**src/hdl/tl45_pkg.sv**
```systemverilog
package tl45_pkg;

    typedef logic [31:0] word_t;      // Pc, instruction, immediate and data
    typedef logic [3:0]  reg_idx_t;   // Register index
    typedef logic [4:0]  opcode_t;    // Top five bits of the instruction

    // Opcode map, 04 is unassigned
    localparam opcode_t OP_NOP   = 5'h00;
    localparam opcode_t OP_ADD   = 5'h01;
    localparam opcode_t OP_SUB   = 5'h02;
    localparam opcode_t OP_MUL   = 5'h03;
    localparam opcode_t OP_SHRA  = 5'h05;
    localparam opcode_t OP_OR    = 5'h06;
    localparam opcode_t OP_XOR   = 5'h07;
    localparam opcode_t OP_AND   = 5'h08;
    localparam opcode_t OP_NOT   = 5'h09;
    localparam opcode_t OP_SHL   = 5'h0A;
    localparam opcode_t OP_SHR   = 5'h0B;
    localparam opcode_t OP_JMP   = 5'h0C;
    localparam opcode_t OP_CALL  = 5'h0D;
    localparam opcode_t OP_RET   = 5'h0E;
    localparam opcode_t OP_LBSE  = 5'h0F;
    localparam opcode_t OP_LHW   = 5'h10;
    localparam opcode_t OP_LHWSE = 5'h11;
    localparam opcode_t OP_LB    = 5'h12;
    localparam opcode_t OP_SB    = 5'h13;
    localparam opcode_t OP_LW    = 5'h14;
    localparam opcode_t OP_SW    = 5'h15;
    localparam opcode_t OP_SHW   = 5'h16;
    localparam opcode_t OP_DIV   = 5'h17;
    localparam opcode_t OP_UDIV  = 5'h18;

    localparam reg_idx_t REG_SP = 4'd15;   // Stack pointer

    localparam int NUM_REGS = 16;

    localparam word_t RESET_PC = 32'h0000_0000;
    localparam word_t PC_STEP  = 32'd4;     // One word per instruction

    // Shift immediates must stay below this
    localparam int SHIFT_LIMIT = 32;

endpackage : tl45_pkg

```
**src/hdl/tl45_pipe_if.sv**
```systemverilog
// Fetch buffer toward decode, stall and flush come back upstream
interface fetch_buf_if import tl45_pkg::*; ();

    word_t pc;
    word_t inst;
    logic  stall;
    logic  flush;

    modport fetch_mp (
        output pc,
        output inst,
        input  stall,
        input  flush
    );

    modport decode_mp (
        input  pc,
        input  inst,
        output stall,
        output flush
    );

endinterface : fetch_buf_if

// Decode buffer toward register read
interface decode_buf_if import tl45_pkg::*; ();

    word_t    pc;
    opcode_t  opcode;
    logic     ri;
    reg_idx_t dr;
    reg_idx_t sr1;
    reg_idx_t sr2;
    word_t    imm;
    logic     decode_err;
    logic     stall;
    logic     flush;

    modport decode_mp (
        output pc, opcode, ri, dr, sr1, sr2, imm, decode_err,
        input  stall, flush
    );

    modport regread_mp (
        input  pc, opcode, ri, dr, sr1, sr2, imm, decode_err,
        output stall, flush
    );

endinterface : decode_buf_if

```
**src/hdl/tl45_fetch.sv**
```systemverilog
module tl45_fetch import tl45_pkg::*; (
    input  logic          i_clk,
    input  logic          i_arst_n,

    input  word_t         i_flush_pc,     // Redirect target

    // Instruction memory, answered in the same cycle
    output word_t         o_imem_addr,
    input  word_t         i_imem_data,

    fetch_buf_if.fetch_mp buf_out
);

    word_t pc;

    assign o_imem_addr = pc;

    // Program counter
    always_ff @(posedge i_clk or negedge i_arst_n) begin
        if (!i_arst_n) begin
            pc <= RESET_PC;
        end else if (buf_out.flush) begin
            pc <= i_flush_pc;             // Redirect wins over stall
        end else if (!buf_out.stall) begin
            pc <= pc + PC_STEP;
        end
    end

    // Fetch buffer, an all-zero word is a bubble
    always_ff @(posedge i_clk or negedge i_arst_n) begin
        if (!i_arst_n) begin
            buf_out.pc   <= '0;
            buf_out.inst <= '0;
        end else if (buf_out.flush) begin
            buf_out.pc   <= '0;
            buf_out.inst <= '0;
        end else if (!buf_out.stall) begin
            buf_out.pc   <= pc;
            buf_out.inst <= i_imem_data;
        end
    end

endmodule : tl45_fetch

```
**src/hdl/tl45_decode.sv**
```systemverilog
module tl45_decode import tl45_pkg::*; (
    input  logic            i_clk,
    input  logic            i_arst_n,

    fetch_buf_if.decode_mp  buf_in,
    decode_buf_if.decode_mp buf_out
);

    // Raw fields, only meaningful for some opcodes
    opcode_t  opcode;
    logic     ri;
    logic     lh;
    logic     zs;
    logic [2:0] mode;
    reg_idx_t dr;
    reg_idx_t sr1;
    reg_idx_t sr2;
    logic [15:0] imm;
    logic [11:0] low_imm;         // Part of imm that does not overlap sr2

    word_t    resolved_imm;
    logic     sr2_force_sp;
    logic     inst_store;
    logic     shift_too_big;
    logic     alu_err;
    logic     shift_err;
    logic     decode_err;
    reg_idx_t dr_next;
    reg_idx_t sr2_next;

    assign {opcode, ri, lh, zs, dr, sr1, imm} = buf_in.inst;
    assign sr2     = buf_in.inst[15:12];
    assign low_imm = buf_in.inst[11:0];
    assign mode    = {ri, lh, zs};

    always_comb begin
        case ({lh, zs})
            2'b00:   resolved_imm = {16'b0, imm};            // Zero-extend
            2'b01:   resolved_imm = {{16{imm[15]}}, imm};    // Sign-extend
            default: resolved_imm = {imm, 16'b0};            // Load high
        endcase
    end

    // CALL and RET use the stack pointer as second source
    assign sr2_force_sp = (opcode == OP_CALL) || (opcode == OP_RET);

    // Stores name the data register in dr. Later stages expect every read
    // operand in sr1/sr2, so the data register moves to sr2 and dr is cleared.
    assign inst_store = (opcode == OP_SB) || (opcode == OP_SW) || (opcode == OP_SHW);

    assign dr_next = inst_store ? reg_idx_t'(0) : dr;

    always_comb begin
        if (sr2_force_sp) begin
            sr2_next = REG_SP;
        end else if (inst_store) begin
            sr2_next = dr;
        end else if (ri) begin
            sr2_next = '0;            // Immediate form has no second register
        end else begin
            sr2_next = sr2;
        end
    end

    assign shift_too_big = word_t'(imm) >= word_t'(SHIFT_LIMIT);

    // Register form must leave the mode and the low immediate bits clear
    assign alu_err   = !ri && ((mode != 3'b000) || (low_imm != '0));
    assign shift_err = ri ? shift_too_big : (mode != 3'b000);

    always_comb begin
        case (opcode)
            OP_NOP:    decode_err = buf_in.inst != '0;
            OP_ADD,
            OP_SUB,
            OP_MUL,
            OP_DIV,
            OP_UDIV,
            OP_OR,
            OP_XOR,
            OP_AND:    decode_err = alu_err;
            OP_NOT:    decode_err = (mode != 3'b000) || (low_imm != '0);
            OP_SHRA,
            OP_SHL,
            OP_SHR:    decode_err = shift_err;
            OP_JMP:    decode_err = mode != 3'b101;
            OP_CALL:   decode_err = mode != 3'b000;
            OP_RET:    decode_err = (mode != 3'b000) || (dr != REG_SP)
                                    || (sr1 != '0) || (imm != '0);
            OP_LBSE,
            OP_LHW,
            OP_LHWSE,
            OP_LB,
            OP_SB,
            OP_LW,
            OP_SW,
            OP_SHW:    decode_err = mode != 3'b001;    // Sign-extended offset
            default:   decode_err = 1'b1;              // Unassigned opcode
        endcase
    end

    assign buf_in.stall = buf_out.stall;
    assign buf_in.flush = buf_out.flush;

    // Fields pass through even when the encoding is illegal
    always_ff @(posedge i_clk or negedge i_arst_n) begin
        if (!i_arst_n) begin
            buf_out.pc         <= '0;
            buf_out.opcode     <= '0;
            buf_out.ri         <= 1'b0;
            buf_out.dr         <= '0;
            buf_out.sr1        <= '0;
            buf_out.sr2        <= '0;
            buf_out.imm        <= '0;
            buf_out.decode_err <= 1'b0;
        end else if (buf_out.flush) begin
            buf_out.pc         <= '0;
            buf_out.opcode     <= '0;
            buf_out.ri         <= 1'b0;
            buf_out.dr         <= '0;
            buf_out.sr1        <= '0;
            buf_out.sr2        <= '0;
            buf_out.imm        <= '0;
            buf_out.decode_err <= 1'b0;
        end else if (!buf_out.stall) begin
            buf_out.pc         <= buf_in.pc;
            buf_out.opcode     <= opcode;
            buf_out.ri         <= ri;
            buf_out.dr         <= dr_next;
            buf_out.sr1        <= sr1;
            buf_out.sr2        <= sr2_next;
            buf_out.imm        <= resolved_imm;
            buf_out.decode_err <= decode_err;
        end
    end

endmodule : tl45_decode

```
**src/hdl/tl45_regread.sv**
```systemverilog
module tl45_regread import tl45_pkg::*; (
    input  logic              i_clk,
    input  logic              i_arst_n,

    decode_buf_if.regread_mp  buf_in,

    input  logic              i_stall,
    input  logic              i_flush,

    // Writeback port
    input  logic              i_wb_en,
    input  reg_idx_t          i_wb_reg,
    input  word_t             i_wb_data,

    // Operand buffer toward execute
    output word_t             o_ex_pc,
    output opcode_t           o_ex_opcode,
    output logic              o_ex_ri,
    output reg_idx_t          o_ex_dr,
    output reg_idx_t          o_ex_sr1,
    output reg_idx_t          o_ex_sr2,
    output word_t             o_ex_imm,
    output word_t             o_ex_sr1_data,
    output word_t             o_ex_sr2_data,
    output logic              o_ex_decode_err
);

    word_t regs [NUM_REGS];
    word_t sr1_data;
    word_t sr2_data;

    // Register 0 reads zero, a matching writeback bypasses the file
    function automatic word_t read_operand(reg_idx_t idx);
        word_t value;
        if (idx == '0) begin
            value = '0;
        end else if (i_wb_en && (i_wb_reg == idx)) begin
            value = i_wb_data;
        end else begin
            value = regs[idx];
        end
        return value;
    endfunction

    assign sr1_data = read_operand(buf_in.sr1);
    assign sr2_data = read_operand(buf_in.sr2);

    always_ff @(posedge i_clk or negedge i_arst_n) begin
        if (!i_arst_n) begin
            for (int i = 0; i < NUM_REGS; i++) begin
                regs[i] <= '0;
            end
        end else if (i_wb_en && (i_wb_reg != '0)) begin
            regs[i_wb_reg] <= i_wb_data;     // Writes go on through stalls
        end
    end

    assign buf_in.stall = i_stall;
    assign buf_in.flush = i_flush;

    always_ff @(posedge i_clk or negedge i_arst_n) begin
        if (!i_arst_n) begin
            {o_ex_pc, o_ex_opcode, o_ex_ri, o_ex_dr, o_ex_sr1, o_ex_sr2} <= '0;
            {o_ex_imm, o_ex_sr1_data, o_ex_sr2_data, o_ex_decode_err} <= '0;
        end else if (i_flush) begin
            {o_ex_pc, o_ex_opcode, o_ex_ri, o_ex_dr, o_ex_sr1, o_ex_sr2} <= '0;
            {o_ex_imm, o_ex_sr1_data, o_ex_sr2_data, o_ex_decode_err} <= '0;
        end else if (!i_stall) begin
            o_ex_pc         <= buf_in.pc;
            o_ex_opcode     <= buf_in.opcode;
            o_ex_ri         <= buf_in.ri;
            o_ex_dr         <= buf_in.dr;
            o_ex_sr1        <= buf_in.sr1;
            o_ex_sr2        <= buf_in.sr2;
            o_ex_imm        <= buf_in.imm;
            o_ex_sr1_data   <= sr1_data;
            o_ex_sr2_data   <= sr2_data;
            o_ex_decode_err <= buf_in.decode_err;
        end
    end

endmodule : tl45_regread

```
**src/hdl/tl45_frontend.sv**
```systemverilog
module tl45_frontend import tl45_pkg::*; (
    input  logic     i_clk,
    input  logic     i_arst_n,

    // Pipeline control from the later stages
    input  logic     i_stall,
    input  logic     i_flush,
    input  word_t    i_flush_pc,
    output logic     o_stall_out,     // Control as seen at fetch
    output logic     o_flush_out,

    // Instruction memory
    output word_t    o_imem_addr,
    input  word_t    i_imem_data,

    // Writeback
    input  logic     i_wb_en,
    input  reg_idx_t i_wb_reg,
    input  word_t    i_wb_data,

    // Toward execute
    output word_t    o_ex_pc,
    output opcode_t  o_ex_opcode,
    output logic     o_ex_ri,
    output reg_idx_t o_ex_dr,
    output reg_idx_t o_ex_sr1,
    output reg_idx_t o_ex_sr2,
    output word_t    o_ex_imm,
    output word_t    o_ex_sr1_data,
    output word_t    o_ex_sr2_data,
    output logic     o_ex_decode_err
);

    fetch_buf_if  u_fetch_buf ();
    decode_buf_if u_decode_buf ();

    assign o_stall_out = u_fetch_buf.stall;
    assign o_flush_out = u_fetch_buf.flush;

    tl45_fetch u_fetch (
        .i_clk       (i_clk),
        .i_arst_n    (i_arst_n),
        .i_flush_pc  (i_flush_pc),
        .o_imem_addr (o_imem_addr),
        .i_imem_data (i_imem_data),
        .buf_out     (u_fetch_buf.fetch_mp)
    );

    tl45_decode u_decode (
        .i_clk    (i_clk),
        .i_arst_n (i_arst_n),
        .buf_in   (u_fetch_buf.decode_mp),
        .buf_out  (u_decode_buf.decode_mp)
    );

    tl45_regread u_regread (
        .i_clk           (i_clk),
        .i_arst_n        (i_arst_n),
        .buf_in          (u_decode_buf.regread_mp),
        .i_stall         (i_stall),
        .i_flush         (i_flush),
        .i_wb_en         (i_wb_en),
        .i_wb_reg        (i_wb_reg),
        .i_wb_data       (i_wb_data),
        .o_ex_pc         (o_ex_pc),
        .o_ex_opcode     (o_ex_opcode),
        .o_ex_ri         (o_ex_ri),
        .o_ex_dr         (o_ex_dr),
        .o_ex_sr1        (o_ex_sr1),
        .o_ex_sr2        (o_ex_sr2),
        .o_ex_imm        (o_ex_imm),
        .o_ex_sr1_data   (o_ex_sr1_data),
        .o_ex_sr2_data   (o_ex_sr2_data),
        .o_ex_decode_err (o_ex_decode_err)
    );

endmodule : tl45_frontend

```
**config.mk**
```make
export PLATFORM = sky130hd
export DESIGN_NAME = tl45_frontend
export DESIGN_NICKNAME = d
export VERILOG_FILES = /design/src/hdl/tl45_pkg.sv /design/src/hdl/tl45_pipe_if.sv /design/src/hdl/tl45_fetch.sv /design/src/hdl/tl45_decode.sv /design/src/hdl/tl45_regread.sv /design/src/hdl/tl45_frontend.sv
export SDC_FILE = /design/constraint.sdc
export NUM_CORES = 1
export LEC_CHECK = 0
export ABC_AREA = 0
export ABC_CLOCK_PERIOD_IN_PS = 5400
export BUFFER_PORTS_ARGS = -buffer_cell sky130_fd_sc_hd__buf_2
export CAP_MARGIN = 10
export CORE_MARGIN = 10
export CORE_UTILIZATION = 62
export CTS_CLUSTER_SIZE = 8
export DETAILED_ROUTE_END_ITERATION = 7
export PLACE_DENSITY = 0.81
export SLEW_MARGIN = 40
export SYNTH_ARGS = -nofsm -noshare
export SYNTH_HDL_FRONTEND = slang
export SYNTH_SLANG_ARGS = --single-unit
export TNS_END_PERCENT = 10
```
**constraint.sdc**
```tcl
create_clock -name i_clk -period 5.4 [get_ports i_clk]
set_input_delay 0.27 -clock i_clk [delete_from_list [all_inputs] [get_ports i_clk]]
set_output_delay 0.27 -clock i_clk [all_outputs]
set_load 0.05 [all_outputs]
```
# == Yosys cells after proc, flatten, opt, wreduce, memory -nomap -nowiden ==
# Index checks and enable logic that the tools add are counted.
# totals
ff_bits,838
latchBits,0
ram_bits,0
mem_bits_ro,0
out_inout_bits,181
word_cells,164
n_memories,0
# op_classes
addsub,1
multipliers,0
n_div,0
magnitude_cmp,5
n_eq_ne,30
shift,0
muxes,62
n_bitwise,3
n_reduce_logical,26
# op_table
cell,n
$mux W32,27
$bwmux W512,1
$bmux W32 S4,2
$demux W32 S4,1
$mux W4,16
$pmux W32 S2,1
$eq A5 B5 Y1 const B,9
$eq A5 B4 Y1 const B,8
$add A32 B3 Y32 const B,1
$reduce_bool A32 Y1,1
$mux W5,4
$ge A16 B6 Y1 const B,1
$reduce_bool A16 Y1,1
$reduce_or A8 Y1,2
$eq A5 B3 Y1 const B,3
$ge A5 B5 Y1 const B,3
$not A4 Y5,3
$reduce_bool A12 Y1,1
$eq A5 B2 Y1 const B,2
$mux W1,9
$eq A4 B4 Y1,2
$logic_not A4 Y1,2
$pmux W1 S8,1
$reduce_bool A4 Y1,2
14 further kinds,24

# == Longest topological paths before layout ==
# depth
ltp_word,8
ltp_mapped,7
mapped_depth_nobuf,6

# == Hierarchy ==
# A second synthesis with hierarchy kept.
# hier_totals
hier_cells,2882
area_unflattened_um2,40393.7
# modules_own_cells
mod,instances,cells_each,area_per_inst_um2,seq_area_each_um2
tl45_regread,1,2131,32260.9,16490.8
tl45_fetch,1,420,4399.2,2402.3
tl45_decode,1,331,3733.6,2077.0

# == Worst setup path after synthesis ==
# OpenSTA, ideal clock, no wires.
# synth_path
path_type,register -> register
start,"register u_fetch.pc[10], in the netlist u_fetch.o_imem_addr[10]"
end,"register u_fetch.pc[31], in the netlist u_fetch.o_imem_addr[31]"
setup_time_ps,70
t_arrival_ps,2504
t_required_ps,5330
path_slack_ps,2826
stages_incl_launch_ff,8
n_path_buf,2
path_cell_list,dfrtp_1 -> buf_2 -> nand4_2 -> or4_1 -> buf_2 -> or3_1 -> or4_1 -> nand3_1
# synth_via
elab_chain_len,3
# synth_lines
element,line,source
start: declaration,tl45_fetch.sv:14,word_t pc;
start signal: assignment,tl45_fetch.sv:23,pc <= i_flush_pc;
start signal: assignment,tl45_fetch.sv:25,pc <= pc + PC_STEP;
$add A32 B3 Y32,tl45_fetch.sv:25,
$mux W32,tl45_fetch.sv:24,end else if (!buf_out.stall) begin
$mux W32,tl45_fetch.sv:22,end else if (buf_out.flush) begin
# No other way between the ends. The select of a mux whose other input is x is not followed.
# A chain may end at the register's enable or synchronous reset.

# == Worst setup path after layout ==
# layout_path
start,register u_decode.buf_out.sr2[0]
end,register u_regread.o_ex_sr2_data[21]
# layout_via
elab_chain_len,8
# layout_lines
element,line,source
start: declaration,tl45_pipe_if.sv:40,"output pc, opcode, ri, dr, sr1, sr2, imm, decode_err,"
start signal: assignment,tl45_decode.sv:131,buf_out.sr2 <= sr2_next;
$not A4 Y5 (implied by the code),tl45_regread.sv:40,value = regs[idx];
$bmux W32 S4,tl45_regread.sv:40,
$mux W32 (implied by the code) (2 in series),tl45_regread.sv:40,
$mux W32,tl45_regread.sv:37,end else if (i_wb_en && (i_wb_reg == idx)) begin
$mux W32 (*),tl45_regread.sv:35,if (idx == '0) begin
$mux W32 (*),tl45_regread.sv:68,end else if (!i_stall) begin
$mux W32 (*),tl45_regread.sv:65,end else if (i_flush) begin
end signal: assignment,tl45_regread.sv:77,o_ex_sr2_data <= sr2_data;
end: declaration,tl45_regread.sv:24,"output word_t o_ex_sr2_data,"
# Every way passes the cells marked *; elsewhere a longest branch is shown, timed or not. The select of a mux whose other input is x is not followed.

==> run metrics <==
status=finished, final reports clean; Die ar.=approximately 0.075 mm^2; antenna violations before repair=7; row count=a little over 90; via count=28000; unrepaired setup endpoints after global routing=no; Final Routed Wirelength=roughly 120000 um; TNS Setup=0 ns; Data arrival, critical path=3.50 ns; hold path endpoint=u_regread.regs[224]; Pleak=~20 nW; pre-CTS setup slack=approximately 2.4 ns; top area cells in the synthesized netlist=dfrtp_1, mux4_2, mux2_2, mux2i_1, a22o_1; max_cap viols=0; Clock Latency Late Sink=0.67 ns; CTS tree=yes; post-synthesis cell area=0.0401 mm^2; Worst-path clk slew=roughly 0.050 ns; layout cell share with drive strength beyond 1=40.0%; Final Core Density=between 70% and 80%; maximum vdd drop=about 0.32 mV; final setup fails=0; largest family of logic cells by synthesized area=multiplexers; CTS buffer count=114; Synth Area in Compound Gates=6.95%; mux cell area share after synthesis=32.7%; cell count after synthesis=roughly 2900; Fillers=about 4000; Ys Warns=0; Core Box Area=around 0.064 mm^2; R2R setup slack=2.41 ns; GRT overflow=0; PortBufs=about 290; hold wc startpoint=i_wb_data[0]; Area Overhead vs Synth=14.5%; actual slew at the worst max-slew pin=0.854 ns; max-slew violations=0; drt wl/cell=around 30 um; Boundary Pins=~290; clock root buffer=clkbuf_16; Post-Syn Nets=between 2000 and 3000; post-synthesis register bit count=838; placed cell area=0.0422 mm^2; xor/xnor share of the synthesized area=less than 1%; GRT Resource Usage Total=between 30% and 40%; worst endpoint required time=about 5.9 ns; PnR worst setup slack=2.41 ns; hpwl dp=between 60000 and 70000 um; Tcrit/Tclk final=a little under three fifths; GPL Wtd Cong=between 0.8 and 0.9; critical path class=flip-flop to flip-flop; Synth Area in Simple Gates=4.48%; clock sink count=approximately 840; fin area=0.0460 mm^2; commonest non-fill, non-tap cell in the layout=dfrtp_1; Layout Nets=between 3000 and 4000; asr flop ratio synth=100%; final hold vios=0; Critical Path Sink Type=flip-flop; post-synth cell types=60; First-pass DRT Iterations=6; startpoint types=flip-flop; Die H=approximately 270 um; Final Skew=0.0226 ns; Crit Reg-Reg Startpoint=u_decode.buf_out.sr2[0]; Yosys top cell by area=dfrtp_1; Yosys top cell area share=a little over half; Post-synth EDFFs=0; commonest cells after routing, fill and taps aside=dfrtp_1, mux2_2, buf_2; worst reg2reg endpoint=u_regread.o_ex_sr2_data[21]; drt initial violations=around 3200; Starting Density=a little over three fifths; post-synthesis sequential area ratio=between 50 and 60%; DR vias/cell=7.09; final critical-path required period=2.99 ns; largest net degree at the start of global routing=between 150 and 200; total chip power=approximately 17 mW; Routed Antenna Nets=0; vias in the first global route=29500; synthesized area per cell=~14 um^2; Top FF cell, synth=dfrtp_1; Hold WC Path Type=input pin to flip-flop; Bufs on Longest Clock Path=3; Max Freq=0.335 GHz; first-pass GRT wire length=roughly 180000 um; Cell Pwr Density=between 300 and 400 mW/mm^2; DRC viols=0; H-tree Lvls=3; Die Span X=274 um; worst r2r path cells=5; Synth Area in Adders=less than 1%; crit-path max FO=34; Slew headroom=between 40% and 50%; Hold Path Stages=2
-- stage by stage --
step	std cells	hold WS (ns)
finish	3949	0.0484
global route	3949	0.0768
CTS	3939	0.00629
detailed placement	3749	0.333
global placement	3748	0.326
floorplan	2856	-0.0256
-- critical path, stage by stage (launching register included) --
cell and delay (ns):
dfrtp_4 0.90, buf_4 0.63, mux4_2 0.60, a22o_1 0.26, a221oi_1 0.27, o21ai_0 0.14
-- flip-flops by register name (all words and copies together), names as in the netlist, 5 cells and up --
register	cells
u_fetch.buf_out.inst	32
u_fetch.o_imem_addr	32
u_regread.o_ex_sr2_data	32
u_decode.buf_out.pc	32
u_regread.regs	512
u_decode.buf_out.opcode	5
u_fetch.buf_out.pc	32
u_regread.o_ex_opcode	5
u_regread.o_ex_pc	32
u_regread.o_ex_imm	32
u_regread.o_ex_sr1_data	32
u_decode.buf_out.imm	32
-- power breakdown --
part           total (mW)  internal, mW  leakage, nW  switching [mW]
Sequential           8.06          7.24         10.7           0.816
Clock                6.32          3.79         1.48            2.53
Combinational        2.83          1.56         8.07            1.27
-- per-layer routing --
layer	share of wire (%)	GRT usage (%)
met1	37	39.2
met2	49	50.6
met3	10	8.46
met4	4.3	14.3
met5	0.027	0
-- cells in the mapped netlist, types with 4 or more instances --
cell type	count
a22o_1	98
mux4_2	256
nor2b_1	12
nand4_1	5
buf_1	51
clkbuf_1	220
a221oi_1	69
nor3b_1	5
mux2i_1	193
xnor2_1	6
a311oi_1	5
a21oi_1	15
a211oi_1	10
dfrtp_1	838
xor2_1	15
mux2_2	472
nand2_1	30
nor3_1	22
and3_1	5
buf_2	25
mux2_1	11
buf_4	4
inv_1	11
nand2b_1	24
or3_1	6
nand3b_1	5
or2_2	5
nand3_1	20
nor2_1	220
nor4_1	14
o21ai_0	83
a32oi_1	64
-- what timing repair did --
action	in CTS	in global routing
gates resized for setup	0	0
setup endpoints to repair	0	0
buffers inserted	0	0
hold buffers	64	0
endpoints found under the hold margin	150	0
-- how the worst max path moves through the flow --
| stage | cells after the start | from | end | slack [ns] |
|---|---|---|---|---|
| after global routing | 5 | u_decode.buf_out.sr2[0] | u_regread.o_ex_sr2_data[21] | 2.25 |
| after CTS | 5 | u_decode.buf_out.sr1[0] | u_regread.o_ex_sr1_data[18] | 2.41 |
| after global placement | 5 | u_decode.buf_out.sr1[0] | u_regread.o_ex_sr1_data[29] | 2.49 |
| after floorplan | 7 | u_fetch.o_imem_addr[10] | u_fetch.o_imem_addr[31] | 2.83 |
| final | 5 | u_decode.buf_out.sr2[0] | u_regread.o_ex_sr2_data[21] | 2.41 |
| after detailed placement | 5 | u_decode.buf_out.sr1[0] | u_regread.o_ex_sr1_data[19] | 2.40 |
-- final cells by class --
class	instances	area [um^2]	area share (%)
inverter	11	41.3	0.0898
tap	855	1070	2.33
timing repair buffer	410	2750	5.98
clock buffer	122	2960	6.43
antenna	5	12.5	0.0272
sequential	838	21000	45.6
multi-input combinational	1704	18100	39.4
clock inverter	4	57.6	0.125
-- cells by family after synthesis --
family,count (synthesis)
XOR/XNOR,21
AND/OR/NAND/NOR,387
flip-flops,838
adder cells (fa/ha/maj),1
buffers and inverters,314
AO/OA/AOI/OAI,363
multiplexers,932
Power figures use the tool's default switching activity.
